**src/design/icache_pkg.sv**
```systemverilog
package icache_pkg;

	// fetch side address width
	localparam int addr_w = 32;

	// four ways per set
	localparam int num_ways = 4;

	// 16-byte lines, so four offset bits
	localparam int offset_w = 4;

	// byte address from fetch
	typedef logic [addr_w-1:0] addr_t;

	// one instruction word
	typedef logic [31:0] word_t;

	// full line, word 0 sits in bits 31:0
	typedef logic [127:0] line_t;

	// one bit per way, used for hits, victims and ram strobes
	typedef logic [num_ways-1:0] way_mask_t;

	// controller states
	// s_invalidate is also where reset lands
	typedef enum logic [2:0] {
		s_idle,
		s_lookup,
		s_refill_req,
		s_refill_wait,
		s_respond,
		s_invalidate
	} ctrl_state_e;

endpackage

```
**src/design/icache_ctrl.sv**
```systemverilog
module icache_ctrl #(
	parameter int num_sets = 64,
	localparam int idx_w = $clog2(num_sets),
	localparam int tag_w = icache_pkg::addr_w - idx_w - icache_pkg::offset_w
) (
	input  logic                    clk,
	input  logic                    rst,
	// fetch request
	input  logic                    req_valid,
	output logic                    req_ready,
	input  icache_pkg::addr_t       req_addr,
	// fetch response
	output logic                    resp_valid,
	input  logic                    resp_ready,
	output icache_pkg::word_t       resp_inst,
	// fence.i
	input  logic                    invalidate,
	// refill port
	output logic                    mem_req_valid,
	input  logic                    mem_req_ready,
	output icache_pkg::addr_t       mem_req_addr,
	input  logic                    mem_resp_valid,
	output logic                    mem_resp_ready,
	input  icache_pkg::line_t       mem_resp_line,
	// tag array
	output logic [idx_w-1:0]        lookup_index,
	output logic [tag_w-1:0]        lookup_tag,
	input  icache_pkg::way_mask_t   hit_mask,
	output logic                    tag_we,
	output icache_pkg::way_mask_t   tag_way_mask,
	output logic                    invalidate_all,
	// data rams
	output icache_pkg::way_mask_t   ram_en,
	output icache_pkg::way_mask_t   ram_we,
	output icache_pkg::line_t       ram_wdata,
	input  icache_pkg::line_t       ram_rdata0,
	input  icache_pkg::line_t       ram_rdata1,
	input  icache_pkg::line_t       ram_rdata2,
	input  icache_pkg::line_t       ram_rdata3
);

	icache_pkg::ctrl_state_e state;
	icache_pkg::ctrl_state_e state_next;

	// request address, held for the whole transaction
	icache_pkg::addr_t req_addr_q;

	// way that hit, zero after a miss
	icache_pkg::way_mask_t hit_way;

	// round-robin victim, one-hot
	icache_pkg::way_mask_t victim;

	// refilled line kept for the response
	icache_pkg::line_t fill_line;
	icache_pkg::line_t resp_line;

	// invalidate seen while busy, served after the response
	logic inv_pend;

	logic req_fire;
	logic refill_fire;
	logic lookup_hit;

	assign req_fire = req_valid && req_ready;
	assign refill_fire = mem_resp_valid && mem_resp_ready;
	assign lookup_hit = (state == icache_pkg::s_lookup) && (|hit_mask);

	// handshake outputs straight from state
	// reset parks in s_invalidate so req_ready stays low until released
	assign req_ready = (state == icache_pkg::s_idle) && !invalidate;
	assign resp_valid = (state == icache_pkg::s_respond);
	assign mem_req_valid = (state == icache_pkg::s_refill_req);
	assign mem_resp_ready = (state == icache_pkg::s_refill_wait);

	// refill asks for the aligned line
	assign mem_req_addr = {req_addr_q[icache_pkg::addr_w-1:icache_pkg::offset_w],
		{icache_pkg::offset_w{1'b0}}};

	assign lookup_index = req_addr_q[icache_pkg::offset_w +: idx_w];
	assign lookup_tag = req_addr_q[icache_pkg::addr_w-1 -: tag_w];

	// idle pulse clears at once, pending one via s_invalidate
	assign invalidate_all = ((state == icache_pkg::s_idle) && invalidate) ||
		(state == icache_pkg::s_invalidate);

	// tag and ram write land on the edge that accepts the line
	assign tag_we = refill_fire;
	assign tag_way_mask = victim;
	assign ram_wdata = mem_resp_line;

	always_comb begin
		ram_en = '0;
		ram_we = '0;
		if (lookup_hit) begin
			// read all ways, hit_way picks one later
			ram_en = '1;
		end else if (refill_fire) begin
			ram_en = victim;
			ram_we = victim;
		end
	end

	// next state
	always_comb begin
		state_next = state;
		case (state)
			icache_pkg::s_idle: begin
				if (req_fire) begin
					state_next = icache_pkg::s_lookup;
				end
			end
			icache_pkg::s_lookup: begin
				if (|hit_mask) begin
					state_next = icache_pkg::s_respond;
				end else begin
					state_next = icache_pkg::s_refill_req;
				end
			end
			icache_pkg::s_refill_req: begin
				// wait out memory back-pressure
				if (mem_req_ready) begin
					state_next = icache_pkg::s_refill_wait;
				end
			end
			icache_pkg::s_refill_wait: begin
				if (mem_resp_valid) begin
					state_next = icache_pkg::s_respond;
				end
			end
			icache_pkg::s_respond: begin
				if (resp_ready) begin
					if (inv_pend || invalidate) begin
						state_next = icache_pkg::s_invalidate;
					end else begin
						state_next = icache_pkg::s_idle;
					end
				end
			end
			icache_pkg::s_invalidate: begin
				state_next = icache_pkg::s_idle;
			end
			default: begin
				state_next = icache_pkg::s_idle;
			end
		endcase
	end

	// control registers
	always_ff @(posedge clk) begin
		if (rst) begin
			state <= icache_pkg::s_invalidate;
			victim <= 4'b0001;
			hit_way <= '0;
			inv_pend <= 1'b0;
		end else begin
			state <= state_next;
			// zero on a miss so the response takes fill_line
			if (state == icache_pkg::s_lookup) begin
				hit_way <= hit_mask;
			end
			// rotate once per refill, not per cycle
			if (refill_fire) begin
				victim <= {victim[2:0], victim[3]};
			end
			if (state == icache_pkg::s_invalidate) begin
				inv_pend <= 1'b0;
			end else if (invalidate && (state != icache_pkg::s_idle)) begin
				inv_pend <= 1'b1;
			end
		end
	end

	// payload registers
	always_ff @(posedge clk) begin
		if (req_fire) begin
			req_addr_q <= req_addr;
		end
		if (refill_fire) begin
			fill_line <= mem_resp_line;
		end
	end

	// line source for the response
	// ram outputs hold while en is low, so this is stable in s_respond
	always_comb begin
		case (hit_way)
			4'b0001: resp_line = ram_rdata0;
			4'b0010: resp_line = ram_rdata1;
			4'b0100: resp_line = ram_rdata2;
			4'b1000: resp_line = ram_rdata3;
			default: resp_line = fill_line;
		endcase
	end

	// word select by address bits 3:2
	assign resp_inst = resp_line[32*req_addr_q[3:2] +: 32];

	// response must not change while the fetch stage stalls
	// depends on the rams holding rdata as well as on the fsm
	a_resp_hold: assert property (
		@(posedge clk) disable iff (rst)
		(resp_valid && !resp_ready) |=> (resp_valid && $stable(resp_inst))
	);

endmodule

```
**config.mk**
```make
export PLATFORM = sky130hd
export DESIGN_NAME = icache_ctrl
export DESIGN_NICKNAME = d
export VERILOG_FILES = /design/src/design/icache_pkg.sv /design/src/design/icache_ctrl.sv
export SDC_FILE = /design/constraint.sdc
export NUM_CORES = 1
export LEC_CHECK = 0
export BUFFER_PORTS_ARGS = -buffer_cell sky130_fd_sc_hd__buf_4
export CAP_MARGIN = 20
export CORE_AREA = 2 2 356 358
export DETAILED_ROUTE_END_ITERATION = 12
export DIE_AREA = 0 0 358 360
export SLEW_MARGIN = 20
export SYNTH_ARGS = -nofsm -noshare
export SYNTH_HDL_FRONTEND = slang
export SYNTH_SLANG_ARGS = --single-unit
```
**constraint.sdc**
```tcl
create_clock -name clk -period 10.1 [get_ports clk]
set_input_delay 0.505 -clock clk [delete_from_list [all_inputs] [get_ports clk]]
set_output_delay 0.505 -clock clk [all_outputs]
set_load 0.05 [all_outputs]
```
; After elaboration in Yosys (flattened, before gate mapping)
; Cells that the tools add are included.
[word_totals]
ff_bits = 172
latchBits = 0
ramBits = 0
rom_bits = 0
in_bits = 683
elab_cells = 45
n_memories = 0
[classes]
n_addsub = 0
mul = 0
div = 0
magnitude_cmp = 0
n_eq_ne = 13
shift = 1
n_mux = 11
bitwise_logic = 0
reduce_logical = 14
[op_table]
columns = op, n
row1 = $pmux W128 S4, 1
row2 = $shiftx A128 B8 Y32, 1
row3 = $mux W3, 6
row4 = $pmux W3 S5, 1
row5 = $mux W4, 3
row6 = $eq A3 B2 Y1 const B, 2
row7 = $eq A3 B3 Y1 const B, 2
row8 = $logic_and A1 B1 Y1, 6
row9 = $eq A4 B1 Y1 const B, 1
row10 = $eq A4 B2 Y1 const B, 1
row11 = $eq A4 B3 Y1 const B, 1
row12 = $eq A4 B4 Y1 const B, 1
row13 = $ne A2 B1 Y1 const B, 2
row14 = $ne A2 B2 Y1 const B, 2
row15 = $reduce_and A4 Y1, 1
row16 = $reduce_or A4 Y1, 1
row17 = $eq A3 B1 Y1 const B, 1
row18 = $logic_not A3 Y1, 1
row19 = $reduce_bool A3 Y1, 1
row20 = $logic_or A1 B1 Y1, 2
row21 = $reduce_or A2 Y1, 1
row22 = $logic_not A1 Y1, 1

; Logic depth before layout (Yosys ltp)
; Gate-level depths: netlist of the first run.
[depth]
ltp_word = 5
depth_mapped = 8
depth_no_buf = 5

; Worst setup path after synthesis of the first run
; No wires, ideal clock.
[synth_path]
path_kind = register -> output
startpoint = reg state[1]
endpoint = out ram_en[3]
t_arrival_ps = 5046
required_ps = 9595
slack_ps = 4549
stages_incl_launch_ff = 7
path_cell_list = dfxtp_1 clkbuf_1 and3b_1 nand2_1 inv_1 nand2_1 nand2_1
[synth_between]
elab_chain_cells = 4
elab_cells_between_ends = 6
cone_classes = 2 x eq/ne / 2 x mux / 2 x reduce/logical
[synth_lines]
columns = item, line
row1 = start: declaration, icache_ctrl.sv:42  ; icache_pkg::ctrl_state_e state;
row2 = start signal: assignment, icache_ctrl.sv:152  ; state <= icache_pkg::s_invalidate;
row3 = start signal: assignment, icache_ctrl.sv:157  ; state <= state_next;
row4 = $eq A3 B2 Y1, icache_ctrl.sv:74  ; assign mem_resp_ready = (state == icache_pkg::s_refill_wait);
row5 = named net mem_resp_ready, icache_ctrl.sv:23  ; output logic mem_resp_ready,
row6 = $logic_and A1 B1 Y1, icache_ctrl.sv:66  ; assign refill_fire = mem_resp_valid && mem_resp_ready;
row7 = named net tag_we, icache_ctrl.sv:29  ; output logic tag_we,
row8 = $mux W4, icache_ctrl.sv:98  ; end else if (refill_fire) begin
row9 = $mux W4, icache_ctrl.sv:95  ; if (lookup_hit) begin
row10 = end: declaration, icache_ctrl.sv:33  ; output icache_pkg::way_mask_t ram_en,
; The timed path passes the listed nets, and every way through them passes these cells.

; Worst setup path after layout of the first run
[layout_path]
startpoint = reg hit_way[1]
endpoint = out resp_inst[27]
[layout_between]
elab_chain_cells = 3
elab_cells_between_ends = 6
cone_classes = 4 x eq/ne / 1 x shift / 1 x mux
[layout_lines]
columns = item, line
row1 = start: declaration, icache_ctrl.sv:49  ; icache_pkg::way_mask_t hit_way;
row2 = start signal: assignment, icache_ctrl.sv:160  ; hit_way <= hit_mask;
row3 = $eq A4 B4 Y1 (tied with other cells), icache_ctrl.sv:187  ; case (hit_way)
row4 = $pmux W128 S4 *, icache_ctrl.sv:187
row5 = $shiftx A128 B8 Y32 *, icache_ctrl.sv:197  ; assign resp_inst = resp_line[32*req_addr_q[3:2] +: 32];
row6 = end: declaration, icache_ctrl.sv:15  ; output icache_pkg::word_t resp_inst,
; Mark *: on every way between the ends. The rest lies on a longest branch, timed or not.

==> results of run 1 <==
==> per-stage QoR <==
step                total power [mW]  area [um^2]
floorplan                       1.56        16200
global placement                2.41        23300
detailed placement              2.41        23300
CTS                             3.21        23900
global route                    3.26        23900
finish                          3.11        23900
==> cells in the mapped netlist, types with 2 or more instances <==
library cell,instances,share of area
dfxtp_1,12,0.015
nor2_1,10,0.0023
inv_1,8,0.0019
nand2_1,16,0.0037
a2bb2oi_1,2,0.0011
buf_6,3,0.0021
a2111oi_0,128,0.069
mux2i_1,4,0.0025
o21ai_0,255,0.079
a211o_1,2,0.0011
clkbuf_1,185,0.043
edfxtp_1,158,0.29
or3_1,2,0.00077
nand3b_1,4,0.0019
a21oi_1,9,0.0028
a31oi_1,129,0.050
mux4_2,32,0.045
buf_4,193,0.090
buf_1,7,0.0016
buf_2,24,0.0074
nor3_1,3,0.00093
nor4_1,2,0.00077
and3b_1,510,0.28
nand2b_1,3,0.0012
==> metal layers <==
metal / vias to the layer above / wire length, um / GRT usage
li1: 7644 / - / -
met1: 8389 / 53300 / 0.242
met2: 906 / 57200 / 0.298
met3: 134 / 9310 / 0.0426
met4: 22 / 3230 / 0.0530
met5: - / 136 / 0
==> critical path: stages (launching register included) <==
cell     delay (ns)
dfxtp_4        0.40
buf_4          0.52
buf_4          0.77
nor4b_4        0.12
a211o_4        0.57
buf_12         0.30
a31oi_1        1.06
mux4_2         0.44
buf_4          0.21
==> worst max path at each step <==
stage | start | to | slack (ns) | cells after the start
2_1_floorplan | state[1] | ram_en[3] | 4.55 | 6
3_3_place_gp | hit_way[1] | resp_inst[29] | 5.01 | 8
3_5_place_dp | hit_way[1] | resp_inst[29] | 4.95 | 8
4_1_cts | hit_way[1] | resp_inst[29] | 4.28 | 8
5_1_grt | hit_way[1] | resp_inst[29] | 4.18 | 8
6_report | hit_way[1] | resp_inst[27] | 4.27 | 8
==> registers in the layout (all words and copies together), names as in the netlist <==
register      count
fill_line       128
req_addr_q       30
hit_way           4
tag_way_mask      4
state             3
inv_pend          1
==> cell type report <==
| type | count | area (um^2) | area share |
|---|---|---|---|
| Antenna cell | 9 | 22.5 | 0.000941 |
| Clock buffer | 17 | 425 | 0.0178 |
| Clock inverter | 15 | 196 | 0.00821 |
| Inverter | 8 | 37.5 | 0.00157 |
| Multi-Input combinational cell | 1125 | 8880 | 0.371 |
| Sequential cell | 170 | 5000 | 0.209 |
| Tap cell | 1650 | 2060 | 0.0863 |
| Timing Repair Buffer | 963 | 7300 | 0.305 |
==> power by group through the flow <==
stage / combinational (mW) / clock (mW) / sequential (mW)
after floorplan: 0.763 / 0 / 0.792
after global placement: 1.60 / 0 / 0.810
after detailed placement: 1.60 / 0 / 0.810
after CTS: 1.60 / 0.809 / 0.794
after global routing: 1.64 / 0.819 / 0.796
final: 1.56 / 0.759 / 0.794
==> logic make-up after synthesis <==
| family | share of synthesized area |
|---|---|
| AO/OA/AOI/OAI | 0.205 |
| other | 0.000232 |
| multiplexers | 0.0471 |
| flip-flops | 0.309 |
| buffers and inverters | 0.146 |
| AND/OR/NAND/NOR | 0.292 |
| XOR/XNOR | 0.000543 |
==> flow_summary.toml, run 1 <==
[clock_network]
holdBufCountCts = 0
insertion_delay_ns = 0.55
clk_pin_slew_ns = 0.10
cts_buffer_depth = 2
cts.sinks = 170
cts_setup_buffers = 0
cts_tree = "built"
root_buffer = "clkbuf_16"
cts_made_buffers = 17
ctsHtreeMaxLevel = 4
ctsResizeCount = 0

[grt]
antenna_found_initial = 37
grt_pass1_vias = 16400
grtUsageTotal = 0.184
overflow = 0
grt_pass1_wl_um = 157000
grt_max_degree = 193

[worst_setup_path]
startpoint_type = "flop"
r2r_start = "state[0]"
r2r_cells = 6
cp.required_ns = 9.60
timing.rr.end = "tag_way_mask[1]"
rrSetupSlack_ns = 7.03
cp.arrival_ns = 5.33
critPathKind = "reg -> out"
crit_fanout = 97
end_kind = "output port"

[pwr]
power.share.clock = 0.244
power.density_nw_per_um2 = 130
intPower_mw = 1.63
sequentialPowerShare = 0.255
power.leakage_nw = 10.7
switching_share = 0.477
ir_worst_vdd_mv = 0.153
comb_power_share = 0.500
p_sw_mw = 1.48

[floorplan]
dieArea_um2 = 129000
die-width_um = 358
fp.dieH_um = 360
rows = 130
initial_core_util = 0.129
ios = 921
core_area_um2 = 125000

[hold_path]
holdCritStartpoint = "req_addr[7]"
hp-class = "in -> reg"
hold_end = "req_addr_q[7]"
worstHoldPathCells = 1

[finish]
postLayoutCoreUtil = 0.192
layout-drive-gt1-share = 0.453
final_cell_mix = "buf_4 (957), and3b_1 (510), o21ai_0 (253), edfxtp_1 (158)"
nNetsFinal = 2968
fill_cells = 14000
area_growth_pct = 48.2
layout_commonest_cell = "buf_4"
stdcell_count = 3957

[placed_design]
dpl.cell_count = 3916
hpwl_um = 98600
gp_congestion = 0.857
port_buffers = 914
dpl_worst_slack_ns = 4.95

[timing]
slew-limit-headroom = 0.124
worst_pin_slew_ns = 1.31
drv_slew = 0
tns_ns = 0
timing.fmax_mhz = 172
finalCritPeriodShare = 0.577
finalSetupViolations = 0
period_needed_ns = 5.83
hold_viol_final = 0
layout_setup_ws_ns = 4.27
skew_ns = 0.0257
rsz0062_at_grt = "false"
hold-worst-slack_ns = 0.131

[route]
drcViolationCount = 0
vias_per_cell = 4.32
postRouteAntennaNets = 0
finalWirelength_um = 123000
drtPass1Iterations = 7
vias = 17100
drt_first_iter_violations = 1516
wire_per_inst_um = 31.1

[yosys]
netlist_area_um2 = 16100
synth_seq_cells = 170
synthCells = 1712
ys_warn_count = 0
netlist-cell-type-count = 35
ys.flop_type = "edfxtp_1"
ys_seq_area_frac = 0.309
async_flop_share = 0
synth_edf_count = 158
syn_avg_cell_area_um2 = 9.43

[outcome]
outcome = "finished, final reports clean"

[run]
maxCapViolCount = 0
Power figures use the tool's default switching activity.
==> run 2, diff against run 1 <==
--- a/config.mk
+++ b/config.mk
@@ -7,9 +7,9 @@
 export LEC_CHECK = 0
 export BUFFER_PORTS_ARGS = -buffer_cell sky130_fd_sc_hd__buf_4
 export CAP_MARGIN = 20
-export CORE_AREA = 2 2 356 358
+export CORE_AREA = 2 2 362 364
 export DETAILED_ROUTE_END_ITERATION = 12
-export DIE_AREA = 0 0 358 360
+export DIE_AREA = 0 0 364 366
 export SLEW_MARGIN = 20
 export SYNTH_ARGS = -nofsm -noshare
 export SYNTH_HDL_FRONTEND = slang
==> constraint.sdc (replaced) <==
create_clock -name clk -period 5.3 [get_ports clk]
set_input_delay 0.265 -clock clk [delete_from_list [all_inputs] [get_ports clk]]
set_output_delay 0.265 -clock clk [all_outputs]
set_load 0.05 [all_outputs]
==> run 2 against run 1 <==
Net effect:
- non-clock buffer count increased by 204
- clock power increased by 79%
- final cell count is 7.9% higher
- first-iteration DRC count decreased by 13%
- sequential share of layout area shrank 1.7 points
- clock skew fell by 0.0093 ns
- power rose by 92%
- utilization increased by 1.0 points
- final area grew 8.7%
- via count rose by 6.1%
- global-route usage about the same
- critical path type unchanged
- critical endpoint is now resp_inst[19]
- highest routed layer unchanged
==> flow_summary.toml, run 2 (same netlist as run 1, synthesis figures left out) <==
[outcome]
outcome = "finished, final reports clean"

[floorplan]
initial_core_util = 0.125
rows = 132
die-width_um = 364
ios = 921
core_area_um2 = 129000
fp.dieH_um = 366
dieArea_um2 = 133000

[finish]
largest_register = "fill_line"
nNetsFinal = 3172
layout_commonest_cell = "buf_4"
postLayoutCoreUtil = 0.202
final_cell_mix = "buf_4 (991), and3b_1 (510), o21ai_0 (253), dlygate4sd3_1 (167), edfxtp_1 (158)"
layout-drive-gt1-share = 0.430
fill_cells = 14200
largest_reg_flops = 128
reg.largest.list = "fill_line x128, req_addr_q x30"
area_growth_pct = 61.2

[hold_path]
hp-class = "in -> reg"
hold_end = "inv_pend"
holdCritStartpoint = "invalidate"
worstHoldPathCells = 3

[route]
vias_per_cell = 4.25
drtPass1Iterations = 5
wire_per_inst_um = 29.8
vias = 18100
drcViolationCount = 0
finalWirelength_um = 127000
postRouteAntennaNets = 0
drt_first_iter_violations = 1318

[worst_setup_path]
critPathKind = "reg -> out"
r2r_cells = 4
timing.rr.end = "fill_line[108]"
setup.worst_path.start = "hit_way[0]"
cp.arrival_ns = 4.21
crit_fanout = 68
cp.required_ns = 5.04
rrSetupSlack_ns = 2.43
startpoint_type = "flop"
end_kind = "output port"
r2r_start = "state[2]"

[timing]
skew_ns = 0.0164
rsz0062_at_grt = "false"
hold-worst-slack_ns = 0.109
period_needed_ns = 4.47
timing.fmax_mhz = 224
tns_ns = 0
worst_pin_slew_ns = 1.11
hold_viol_final = 0
finalSetupViolations = 0
finalCritPeriodShare = 0.844
drv_slew = 0
slew-limit-headroom = 0.251

[pwr]
p_total_mw = 5.98
power.density_nw_per_um2 = 230
ir_worst_vdd_mv = 0.291
power.leakage_nw = 11.6

[grt]
grt_max_degree = 123
grt_pass1_vias = 17700
grt_pass1_wl_um = 164000
grtUsageTotal = 0.184
met1_usage = 0.234
overflow = 0
top_usage_layer = "met2"
antenna_found_initial = 54
grtUsageMet3 = 0.0482
grt_use_met2 = 0.303

[placed_design]
hpwl_um = 104000
gp_congestion = 0.863
port_buffers = 914

[clock_network]
clk_pin_slew_ns = 0.07
cts_made_buffers = 17
cts_buffer_depth = 2
ctsHtreeMaxLevel = 4
cts_setup_buffers = 0
holdBufCountCts = 167
cts.sinks = 170
root_buffer = "clkbuf_16"
ctsResizeCount = 0
cts_tree = "built"
insertion_delay_ns = 0.54

[run]
maxCapViolCount = 0
run 2: changes by cell type in the layout (fill, tap and decap cells not counted), sizes merged:
cell         delta
buf            +37
bufinv          +1
clkinv          -4
clkinvlp        +3
diode          +18
dlygate4sd3   +167
run 2: metrics by stage:
step           std cells  setup slack (ns)  area, um^2
2_1_floorplan       1715              1.11       16200
3_3_place_gp        4045              1.26       23700
3_5_place_dp        4045              1.39       23700
4_1_cts             4244             0.765       25900
5_1_grt             4255             0.733       26000
6_report            4271             0.828       26000
run 2: area by class of cell:
class	count	area, um^2	share of cell area
Sequential cell	170	5000	0.192
Inverter	8	33.8	0.00130
Multi-Input combinational cell	1125	8880	0.341
Clock inverter	15	141	0.00543
Timing Repair Buffer	1167	9290	0.357
Clock buffer	17	425	0.0164
Antenna cell	27	67.6	0.00260
Tap cell	1742	2180	0.0838
run 2: report_power, final:
| part | internal, mW | switching (mW) | leakage (nW) |
|---|---|---|---|
| Sequential | 1.47 | 0.0444 | 1.52 |
| Combinational | 1.11 | 2.00 | 9.81 |
| Clock | 0.655 | 0.701 | 0.274 |
| Total | 3.24 | 2.74 | 11.6 |
run 2: critical path, stage by stage (launching register included):
cell and delay, ns:
dfxtp_4 0.81, buf_4 0.61, and3b_1 0.25, o21ai_0 0.74
a31oi_1 0.40, mux4_2 0.54, buf_4 0.21
run 2: worst max path at each step:
stage	end	cells past startpoint	slack, ns
detailed placement	resp_inst[11]	7	1.39
CTS	resp_inst[11]	7	0.77
global route	resp_inst[22]	7	0.73
global placement	resp_inst[9]	6	1.26
finish	resp_inst[19]	6	0.83
floorplan	ram_en[0]	6	1.11
run 2: routing by layer:
metal | vias up | part of all wire
met5 | - | 0.0017
met4 | 34 | 0.026
met3 | 135 | 0.075
met2 | 900 | 0.47
met1 | 8994 | 0.43
li1 | 8077 | -
==> run 3, diff against run 2 <==
==> constraint.sdc (replaced) <==
create_clock -name clk -period 3.85 [get_ports clk]
set_input_delay 0.1925 -clock clk [delete_from_list [all_inputs] [get_ports clk]]
set_output_delay 0.1925 -clock clk [all_outputs]
set_load 0.05 [all_outputs]
==> run 3 against run 2 <==
Net effect:
- non-clock buffer count is 18 higher
- sequential cell count stayed put
- final cell count is 0.23% higher
- sequential share of layout area is 0.35 points lower
- routed wire length is 2.1% higher
- register-to-register slack worse by 1.0 ns
- first-iteration DRC count is 12% lower
- clock skew is 0.0082 ns higher
- critical endpoint is now resp_inst[6]
==> flow_summary.toml, run 3 (same netlist as run 1, synthesis figures left out) <==
[pwr]
p_total_mw = 8.45
power.density_nw_per_um2 = 319
comb_power_share = 0.522
p_sw_mw = 3.85
intPower_mw = 4.60
power.share.clock = 0.232
switching_share = 0.455
sequentialPowerShare = 0.246
power.leakage_nw = 11.8
ir_worst_vdd_mv = 0.409

[worst_setup_path]
end_kind = "output port"
rrSetupSlack_ns = 1.41
cp.required_ns = 3.66
crit_fanout = 78
startpoint_type = "flop"
r2r_cells = 7
r2r_start = "state[0]"
critPathCapture = "resp_inst[6]"
cp.arrival_ns = 3.60
critPathKind = "reg -> out"
setup.worst_path.start = "hit_way[2]"
timing.rr.end = "tag_way_mask[1]"

[route]
wire_per_inst_um = 30.3
finalWirelength_um = 130000
vias = 18000
vias_per_cell = 4.20
drcViolationCount = 0
postRouteAntennaNets = 0
drtPass1Iterations = 7
drt_first_iter_violations = 1162

[timing]
period_needed_ns = 3.79
hold_viol_final = 0
timing.fmax_mhz = 264
slew-limit-headroom = 0.252
finalCritPeriodShare = 0.984
skew_ns = 0.0246
hold-worst-slack_ns = 0.205
layout_setup_ws_ns = 0.0602
tns_ns = 0
worst_pin_slew_ns = 1.11
drv_slew = 0
finalSetupViolations = 0

[finish]
fin_area_um2 = 26500
stdcell_count = 4281
nNetsFinal = 3190
multi_input_area_um2 = 8980
postLayoutCoreUtil = 0.206
layout_commonest_cell = "buf_4"
largest_register = "fill_line"
seq_area_um2 = 5000
largest_reg_flops = 128
area_growth_pct = 64.2
fill_cells = 14300
reg.largest.list = "fill_line x128, req_addr_q x30"
final_cell_mix = "buf_4 (988), and3b_1 (509), o21ai_0 (251), dlygate4sd3_1 (168), edfxtp_1 (158)"
layout-drive-gt1-share = 0.442

[floorplan]
die-width_um = 364
fp.dieH_um = 366
ios = 921
core_area_um2 = 129000
initial_core_util = 0.125
rows = 132
dieArea_um2 = 133000

[clock_network]
cts.sinks = 170
cts_made_buffers = 17
root_buffer = "clkbuf_16"
cts_buffer_depth = 2
cts_tree = "built"
clk_pin_slew_ns = 0.07
ctsHtreeMaxLevel = 4
insertion_delay_ns = 0.55

[placed_design]
port_buffers = 914
dpl_worst_slack_ns = 0.309
place_area_um2 = 24000
dpl.cell_count = 4056
hpwl_um = 105000
gp_congestion = 0.853

[grt]
grt_max_degree = 142
grtUsageTotal = 0.188
grt_pass1_wl_um = 167000
antenna_found_initial = 36
overflow = 0
grt_pass1_vias = 17600

[hold_path]
hp-class = "in -> reg"
worstHoldPathCells = 5

[outcome]
outcome = "finished, final reports clean"

[run]
maxCapViolCount = 0
==> run 3: cell types whose count changed in the layout (fill, tap and decap cells not counted), moves of 3 or more <==
cell,delta
a2111oi_0,-3
a2111oi_1,+3
a31oi_1,-13
a31oi_2,+13
buf_12,+18
buf_4,-3
clkinvlp_4,+3
diode_2,-8
nand2_1,-4
nand2_2,+3
==> run 3: cell type report <==
type | count | area share
Clock buffer | 18 | 0.0162
Clock inverter | 14 | 0.00623
Multi-Input combinational cell | 1125 | 0.339
Timing Repair Buffer | 1185 | 0.365
Tap cell | 1742 | 0.0822
Sequential cell | 170 | 0.189
Antenna cell | 19 | 0.00179
Inverter | 8 | 0.00142
==> run 3: metal layers <==
metal / up-vias / share of wire / global-route usage
li1: 8101 / - / -
met1: 8980 / 0.45 / 0.252
met2: 829 / 0.49 / 0.322
met3: 70 / 0.052 / 0.0260
met4: 14 / 0.012 / 0.0342
met5: - / 0.00059 / 0
==> run 3: worst min-delay path by stage <==
stage | slack [ns] | start | endpoint
2_1_floorplan | 0.29 | rst | state[0]
6_report | 0.21 | req_valid | state[2]
3_3_place_gp | 0.37 | req_addr[28] | req_addr_q[28]
5_1_grt | 0.22 | mem_req_ready | state[2]
3_5_place_dp | 0.37 | req_addr[19] | req_addr_q[19]
4_1_cts | 0.14 | req_valid | state[2]
==> run 3: timing repair <==
item / CTS / global route
hold endpoints to repair: 170 / 0
hold buffers: 168 / 0
gates resized for setup: 14 / 6
buffers inserted: 6 / 0
setup endpoints to repair: 27 / 6
==> run 3: power by group through the flow <==
stage	sequential, mW	clock (mW)	combinational, mW
detailed placement	2.13	0	4.33
global placement	2.13	0	4.32
finish	2.08	1.96	4.41
floorplan	2.08	0	2.01
CTS	2.08	2.09	4.55
global route	2.08	2.12	4.64
==> run 3: worst max-delay path: stages (launching register included) <==
cell and delay, ns:
dfxtp_4 0.59, buf_12 0.29, and3b_1 0.22, o21ai_0 0.69
a31oi_1 0.40, mux4_2 0.55, buf_4 0.22
